**src/rs_pkg.sv**
```systemverilog
// RS(90,64) decoder shared types
package rs_pkg;

    localparam int SYM_W     = 8;
    localparam int N_SYMBOLS = 90;
    localparam int K_DATA    = 64;
    localparam int NUM_SYN   = 4;

    typedef logic [SYM_W-1:0] sym_t;
    typedef logic [$clog2(N_SYMBOLS)-1:0] pos_t;

    localparam sym_t GF_POLY_LOW = 8'h1D; // x^8 = x^4+x^3+x^2+1
    localparam sym_t GF_ONE      = 8'h01;
    localparam sym_t ALPHA       = 8'h02;
    localparam sym_t ALPHA_INV   = 8'h8E;

    // per-step factor alpha^i for S1..S4
    localparam sym_t SYN_STEP [NUM_SYN] = '{8'h02, 8'h04, 8'h08, 8'h10};

    typedef sym_t [N_SYMBOLS-1:0] codeword_t; // symbol 0 in the low bits
    typedef sym_t [K_DATA-1:0]    data_word_t;

    typedef struct packed {
        sym_t s1;
        sym_t s2;
        sym_t s3;
        sym_t s4;
    } syndromes_t;

    typedef enum logic [1:0] {
        STATUS_CLEAN,
        STATUS_CORRECTED,
        STATUS_UNCORRECTABLE
    } decode_status_e;

    typedef struct packed {
        decode_status_e status;
        pos_t           position;
        sym_t           value;
    } decode_result_t;

    typedef enum logic [2:0] {
        ST_IDLE,
        ST_SYNDROME,
        ST_CHECK,
        ST_SEARCH,
        ST_CORRECT,
        ST_DONE
    } dec_state_e;

    // shift-and-add product reduced on every shift
    function automatic sym_t gf_mul(input sym_t a, input sym_t b);
        sym_t prod;
        sym_t acc;
        prod = '0;
        acc  = a;
        for (int i = 0; i < SYM_W; i++) begin
            if (b[i])
                prod = prod ^ acc;
            acc = acc[SYM_W-1] ? ((acc << 1) ^ GF_POLY_LOW) : (acc << 1);
        end
        return prod;
    endfunction

endpackage

```
**src/rs_ctrl_fsm.sv**
```systemverilog
// Decode sequencer
`timescale 1ns/100ps

module rs_ctrl_fsm (
    input  logic                   clk,
    input  logic                   rst_n,
    input  logic                   start,
    input  logic                   last,
    input  logic                   syn_zero,
    input  logic                   hit,
    input  rs_pkg::decode_result_t loc_result,
    output logic                   clear,
    output logic                   step,
    output logic                   search,
    output logic                   load,
    output logic                   apply,
    output logic                   valid_out,
    output rs_pkg::decode_result_t result
);
    import rs_pkg::*;

    dec_state_e state;
    dec_state_e state_nxt;

    always_comb begin
        state_nxt = state;
        case (state)
            ST_IDLE:     if (start) state_nxt = ST_SYNDROME;
            ST_SYNDROME: if (last) state_nxt = ST_CHECK;
            ST_CHECK:    state_nxt = syn_zero ? ST_DONE : ST_SEARCH;
            ST_SEARCH: begin
                if (hit)
                    state_nxt = ST_CORRECT;
                else if (last)
                    state_nxt = ST_DONE; // nothing matched
            end
            ST_CORRECT:  state_nxt = ST_DONE;
            ST_DONE:     if (!start) state_nxt = ST_IDLE;
            default:     state_nxt = ST_IDLE;
        endcase
    end

    // strobes per phase
    assign clear     = (state == ST_IDLE);
    assign load      = (state == ST_IDLE) && start;
    assign step      = (state == ST_SYNDROME) || (state == ST_SEARCH);
    assign search    = (state == ST_SEARCH);
    assign apply     = (state == ST_CORRECT);
    assign valid_out = (state == ST_DONE);

    always_ff @(posedge clk or negedge rst_n) begin
        if (!rst_n) begin
            state  <= ST_IDLE;
            result <= '{status: STATUS_CLEAN, position: '0, value: '0};
        end else begin
            state <= state_nxt;
            case (state)
                ST_CHECK: begin
                    if (syn_zero)
                        result <= '{status: STATUS_CLEAN, position: '0, value: '0};
                end
                ST_SEARCH: begin
                    if (!hit && last)
                        result <= '{status: STATUS_UNCORRECTABLE, position: '0, value: '0};
                end
                ST_CORRECT: begin
                    result <= '{status:   STATUS_CORRECTED,
                                position: loc_result.position,
                                value:    loc_result.value};
                end
                default: ;
            endcase
        end
    end

endmodule

```
**src/rs_data_corrector.sv**
```systemverilog
// Data symbol store and correction
`timescale 1ns/100ps

module rs_data_corrector (
    input  logic               clk,
    input  logic               rst_n,
    input  logic               load,
    input  logic               apply,
    input  rs_pkg::codeword_t  received_code,
    input  rs_pkg::pos_t       position,
    input  rs_pkg::sym_t       value,
    output rs_pkg::data_word_t decoded_data
);
    import rs_pkg::*;

    data_word_t data_q;
    logic       in_data; // parity hits leave the data alone

    assign in_data = (position < pos_t'(K_DATA));

    always_ff @(posedge clk or negedge rst_n) begin
        if (!rst_n) begin
            data_q <= '0;
        end else if (load) begin
            data_q <= received_code[K_DATA-1:0];
        end else if (apply && in_data) begin
            data_q[position] <= data_q[position] ^ value;
        end
    end

    assign decoded_data = data_q;

endmodule

```
**src/rs_decoder.sv**
```systemverilog
// RS(90,64) decoder top
`timescale 1ns/100ps

module rs_decoder (
    input  logic                   clk,
    input  logic                   rst_n,
    input  logic                   start,
    input  rs_pkg::codeword_t      received_code,
    output rs_pkg::data_word_t     decoded_data,
    output rs_pkg::decode_result_t result,
    output logic                   valid_out
);
    import rs_pkg::*;

    logic           clear;
    logic           step;
    logic           search;
    logic           load;
    logic           apply;
    pos_t           count;
    logic           last;
    syndromes_t     syndromes;
    logic           syn_zero;
    logic           hit;
    decode_result_t loc_result;

    rs_ctrl_fsm u_fsm (
        .clk        (clk),
        .rst_n      (rst_n),
        .start      (start),
        .last       (last),
        .syn_zero   (syn_zero),
        .hit        (hit),
        .loc_result (loc_result),
        .clear      (clear),
        .step       (step),
        .search     (search),
        .load       (load),
        .apply      (apply),
        .valid_out  (valid_out),
        .result     (result)
    );

    rs_symbol_counter u_counter (
        .clk   (clk),
        .rst_n (rst_n),
        .clear (clear),
        .step  (step),
        .count (count),
        .last  (last)
    );

    rs_syndrome_calc u_syndrome (
        .clk           (clk),
        .rst_n         (rst_n),
        .clear         (clear),
        .step          (step),
        .count         (count),
        .received_code (received_code),
        .syndromes     (syndromes),
        .syn_zero      (syn_zero)
    );

    rs_error_locator u_locator (
        .clk        (clk),
        .rst_n      (rst_n),
        .clear      (clear),
        .search     (search),
        .syndromes  (syndromes),
        .hit        (hit),
        .loc_result (loc_result)
    );

    rs_data_corrector u_corrector (
        .clk           (clk),
        .rst_n         (rst_n),
        .load          (load),
        .apply         (apply),
        .received_code (received_code),
        .position      (loc_result.position), // already latched on the hit
        .value         (loc_result.value),
        .decoded_data  (decoded_data)
    );

endmodule

```
**src/rs_error_locator.sv**
```systemverilog
// Single-error position search
`timescale 1ns/100ps

module rs_error_locator (
    input  logic                   clk,
    input  logic                   rst_n,
    input  logic                   clear,
    input  logic                   search,
    input  rs_pkg::syndromes_t     syndromes,
    output logic                   hit,
    output rs_pkg::decode_result_t loc_result
);
    import rs_pkg::*;

    pos_t idx;
    sym_t x; // alpha^idx
    sym_t y; // alpha^-idx
    logic m12;
    logic m23;
    logic m34;

    // single error at j gives S(k+1) = Sk * alpha^j
    assign m12 = (gf_mul(syndromes.s1, x) == syndromes.s2);
    assign m23 = (gf_mul(syndromes.s2, x) == syndromes.s3);
    assign m34 = (gf_mul(syndromes.s3, x) == syndromes.s4);
    assign hit = m12 && m23 && m34;

    always_ff @(posedge clk or negedge rst_n) begin
        if (!rst_n) begin
            idx        <= '0;
            x          <= GF_ONE;
            y          <= GF_ONE;
            loc_result <= '{status: STATUS_CLEAN, position: '0, value: '0};
        end else if (clear) begin
            idx        <= '0;
            x          <= GF_ONE;
            y          <= GF_ONE;
            loc_result <= '{status: STATUS_CLEAN, position: '0, value: '0};
        end else if (search) begin
            idx <= idx + 1'b1;
            x   <= gf_mul(x, ALPHA);
            y   <= gf_mul(y, ALPHA_INV);
            if (hit) begin
                // error value is S1 * alpha^-j
                loc_result <= '{status:   STATUS_CORRECTED,
                                position: idx,
                                value:    gf_mul(syndromes.s1, y)};
            end
        end
    end

endmodule

```
**src/rs_symbol_counter.sv**
```systemverilog
// Symbol index counter
`timescale 1ns/100ps

module rs_symbol_counter (
    input  logic         clk,
    input  logic         rst_n,
    input  logic         clear,
    input  logic         step,
    output rs_pkg::pos_t count,
    output logic         last
);
    import rs_pkg::*;

    assign last = (count == pos_t'(N_SYMBOLS - 1));

    // wraps after the last symbol so search starts again at 0
    always_ff @(posedge clk or negedge rst_n) begin
        if (!rst_n) begin
            count <= '0;
        end else if (clear) begin
            count <= '0;
        end else if (step) begin
            if (last)
                count <= '0;
            else
                count <= count + 1'b1;
        end
    end

endmodule

```
**src/rs_syndrome_calc.sv**
```systemverilog
// Serial syndrome accumulator
`timescale 1ns/100ps

module rs_syndrome_calc (
    input  logic               clk,
    input  logic               rst_n,
    input  logic               clear,
    input  logic               step,
    input  rs_pkg::pos_t       count,
    input  rs_pkg::codeword_t  received_code,
    output rs_pkg::syndromes_t syndromes,
    output logic               syn_zero
);
    import rs_pkg::*;

    sym_t syn [NUM_SYN];
    sym_t pw  [NUM_SYN]; // alpha^(i*count)
    sym_t r_sym;
    logic acc_en;        // open from clear until symbol 89 is taken

    assign r_sym = received_code[count];

    always_ff @(posedge clk or negedge rst_n) begin
        if (!rst_n) begin
            acc_en <= 1'b0;
            for (int i = 0; i < NUM_SYN; i++) begin
                syn[i] <= '0;
                pw[i]  <= GF_ONE;
            end
        end else if (clear) begin
            acc_en <= 1'b1;
            for (int i = 0; i < NUM_SYN; i++) begin
                syn[i] <= '0;
                pw[i]  <= GF_ONE;
            end
        end else if (step && acc_en) begin
            for (int i = 0; i < NUM_SYN; i++) begin
                syn[i] <= syn[i] ^ gf_mul(r_sym, pw[i]);
                pw[i]  <= gf_mul(pw[i], SYN_STEP[i]);
            end
            if (count == pos_t'(N_SYMBOLS - 1))
                acc_en <= 1'b0; // hold through the search steps
        end
    end

    assign syndromes.s1 = syn[0];
    assign syndromes.s2 = syn[1];
    assign syndromes.s3 = syn[2];
    assign syndromes.s4 = syn[3];

    assign syn_zero = (syndromes == '0);

endmodule

```
**config.mk**
```make
export PLATFORM = sky130hd
export DESIGN_NAME = rs_decoder
export DESIGN_NICKNAME = d
export VERILOG_FILES = /design/src/rs_pkg.sv /design/src/rs_ctrl_fsm.sv /design/src/rs_data_corrector.sv /design/src/rs_decoder.sv /design/src/rs_error_locator.sv /design/src/rs_symbol_counter.sv /design/src/rs_syndrome_calc.sv
export SDC_FILE = /design/constraint.sdc
export NUM_CORES = 2
export LEC_CHECK = 0
export BUFFER_PORTS_ARGS = -buffer_cell sky130_fd_sc_hd__buf_4
export CELL_PAD_IN_SITES_DETAIL_PLACEMENT = 1
export CELL_PAD_IN_SITES_GLOBAL_PLACEMENT = 1
export CORE_AREA = 8 8 484 486
export DETAILED_ROUTE_END_ITERATION = 10
export DIE_AREA = 0 0 492 494
export GPL_ROUTABILITY_DRIVEN = 0
export PLACE_DENSITY_LB_ADDON = 0.1
export SYNTH_ARGS = -nofsm -noshare
export SYNTH_HDL_FRONTEND = slang
export SYNTH_SLANG_ARGS = --single-unit
```
**constraint.sdc**
```tcl
create_clock -name clk -period 11.9 [get_ports clk]
set_input_delay 1.19 -clock clk [delete_from_list [all_inputs] [get_ports clk]]
set_output_delay 1.19 -clock clk [all_outputs]
set_load 0.005 [all_outputs]
```
==> metrics <==
status complete, no violations; 1st-pass router iterations 8; switch share 51.0%; post-cts gate resize count 0; Slew @ Worst Pin 1.43 ns; Post-synth top flop dfrtp_1; Syn Nets 5373; DRT Wirelength 396000 um; Max FO, Critical Path 86; Pins Over Slew Limit 0; via count 49800; Post-Syn Area 44200 um2; width of the die 492 um; nets 6460; #FFs+latches synth 642; kind of critical path reg -> reg; DR iter-0 viols 5525; cts hold-fix bufs 0; Post-synth EDFFs 0; Worst setup EP type flop; area of the multi-input gates 26500 um2; post-synth top area share 36.0%; Area contributors post-synth dfrtp_1, a22oi_1, o21ai_0; worst vdd ir 0.303 mV; Int Power 0.0120 W; sequential area share after synthesis 36.3%; synthesized area per cell 9.52 um2; Hold Path Class in -> async; worst reg2reg setup slack 4.86 ns; Max Root-Sink Buffers 3; sequential power share 20.8%; Setup violations, final 0; synth unique cells 83; Final WS setup 4.86 ns; Final Cell Area 60400 um2; CTS Root Cell clkbuf_16; Fill cells 26100; largest net degree at the start of global routing 168; vias per cell 5.60; pre-CTS setup slack 4.91 ns; Hold Fails Final Rpt 0; unrepaired setup endpoints after global routing false; clock transition at the registers of the reported paths 0.06 ns; Power per Cell Area 406 nW/um2; share of cells above drive strength 1 31.2%; Arr. time, crit path 7.64 ns; clock latency on the worst-skew pair 0.78 ns; Final Skew 0.0612 ns; Synth area leader dfrtp_1; Post-DP Area 57300 um2; depth of the CTS H-tree 3; synth warn 0; slowest stage delay, CP 0.92 ns; R2R Path Start u_counter.count[0]; DR DRC count 0; Relative slew margins 4.51%; Critical Path Source Type flop; row count 175; switching pwr 0.0125 W; CTS tree yes; die height 494 um; antenna violations before repair 132; grt ovf 0; top post-synthesis cells by count a22oi_1, dfrtp_1, o21ai_0; Cell Chain, Critical Path buf_12, buf_4, mux2_2, a221oi_1, a22oi_1, o211ai_1, nand2_1, buf_4, xnor2_1, xnor2_1, nand2_1, xnor3_1, xnor3_1, o211ai_1, o31ai_1; r2r endpoint u_syndrome.syndromes[11]; port bufs 1252; most common cell in the netlist a22oi_1; Fmax 142 MHz; WP data required 12.50 ns; post-DP HPWL 310000 um; Comb pwr share 67.6%; Tmin final 7.04 ns; Core Region 226000 um2; setup bufs post-CTS 0; Crit-path slowest cell o211ai_1; GRT Util Overall 31.1%; Layout area overhead 36.7%; setup tns final 0 ns; clock share of power 11.7%; vias in the first global route 50100; register area 16100 um2; Max Cap Viol 0; worst hold margin 0.447 ns; leakage 25.3 nW; Worst R2R Path Depth 15; I/O pin cnt 1253; fraction of registers with async set/reset 100%; routed len/inst 44.6 um; Final ANT Viol Nets 0; critical path launch point u_counter.count[0]; Mapped Cells 4647; die footprint 243000 um2; Initial Util 19.5%; CTS buffer count 90; part of the cycle the worst path needs 59.2%; first-pass GRT wire length 516000 um; Clock Sinks 642
-- layout by cell type (no fill, tap or decap), drive strengths merged, types with 21 or more instances in the layout --
cell type,count
a221oi,56
and2,23
diode,75
a22oi,722
buf,1426
mux2i,136
o221ai,22
nand2b,23
nand4,53
nand3,54
xnor2,350
dfrtp,636
inv,34
and3,28
o21ai,618
mux2,42
mux4,129
o211ai,36
nor2b,29
a31oi,21
xnor3,55
o31ai,23
xor2,115
o22ai,34
a21oi,131
nand2,504
a22o,74
clkbuf,136
nor2,106
-- registers in the layout, indices dropped and copies added, names as in the netlist --
name and cells:
u_fsm.state 3, u_syndrome.syndromes 32, u_fsm.result 17, u_syndrome.acc_en 1, u_locator.y 8, u_locator.x 8, u_syndrome.pw 32, u_locator.loc_result 15
u_corrector.decoded_data 512, u_counter.count 7, u_locator.idx 7
-- layer usage --
layer	vias to the layer above	share of wire [%]	GRT usage, %
met5	-	0.064	0
met4	40	4.5	12.7
met3	547	8.0	8.02
met2	2753	46	49.8
met1	26600	41	39.8
li1	19900	-	-
-- worst max-delay path by stage --
stage | to | slack [ns]
2_1_floorplan | u_syndrome.syndromes[14] | 7.19
3_3_place_gp | u_syndrome.syndromes[12] | 4.94
3_5_place_dp | u_syndrome.syndromes[27] | 4.91
4_1_cts | u_syndrome.syndromes[28] | 4.91
5_1_grt | u_syndrome.syndromes[27] | 4.51
6_report | u_syndrome.syndromes[11] | 4.86
-- per-stage QoR --
step,std cells,utilization [%],total power (W)
after floorplan,4647,-,0.0142
after CTS,8811,26.6,0.0245
after global placement,8651,25.3,0.0214
after detailed placement,8651,25.3,0.0215
final,8886,26.7,0.0245
after global routing,8858,26.7,0.0256
-- power groups by stage --
stage	Combinational, W	Sequential (W)	Clock, W
2_1_floorplan	0.0102	0.00401	0
3_3_place_gp	0.0164	0.00505	0
3_5_place_dp	0.0165	0.00504	0
4_1_cts	0.0165	0.00503	0.00290
5_1_grt	0.0175	0.00513	0.00297
6_report	0.0166	0.00509	0.00286
-- worst max-delay path: cells and delay by family (launching register included) --
kind / cells / cell delay (ns)
buffers and inverters: 3 / 1.56
multiplexers: 1 / 0.41
AND/OR/NAND/NOR: 2 / 0.65
AO/OA/AOI/OAI: 5 / 1.71
flip-flops: 1 / 0.73
XOR/XNOR: 4 / 1.73
-- cells by family (layout without fill, tap and decap cells) --
kind of cell             Yosys count  after routing  synth area share, %
AO/OA/AOI/OAI                   1820           1820                 27.2
XOR/XNOR                         522            522                 12.3
adder cells (fa/ha/maj)            3              3               0.0849
buffers and inverters            467           1622                 4.42
flip-flops                       642            642                 36.3
multiplexers                     307            307                 10.7
other                              0             75                    0
AND/OR/NAND/NOR                  886            886                 9.02
-- final cells by class --
cell class                 instances  share of cell area (%)
antenna                           75                   0.311
timing repair buffer            1426                    17.9
clock inverter                    24                   0.439
tap                             3009                    6.23
multi-input combinational       3538                    43.8
clock buffer                     136                    4.48
sequential                       642                    26.6
inverter                          36                   0.224
Note: power is estimated with default switching activity, not from simulation.
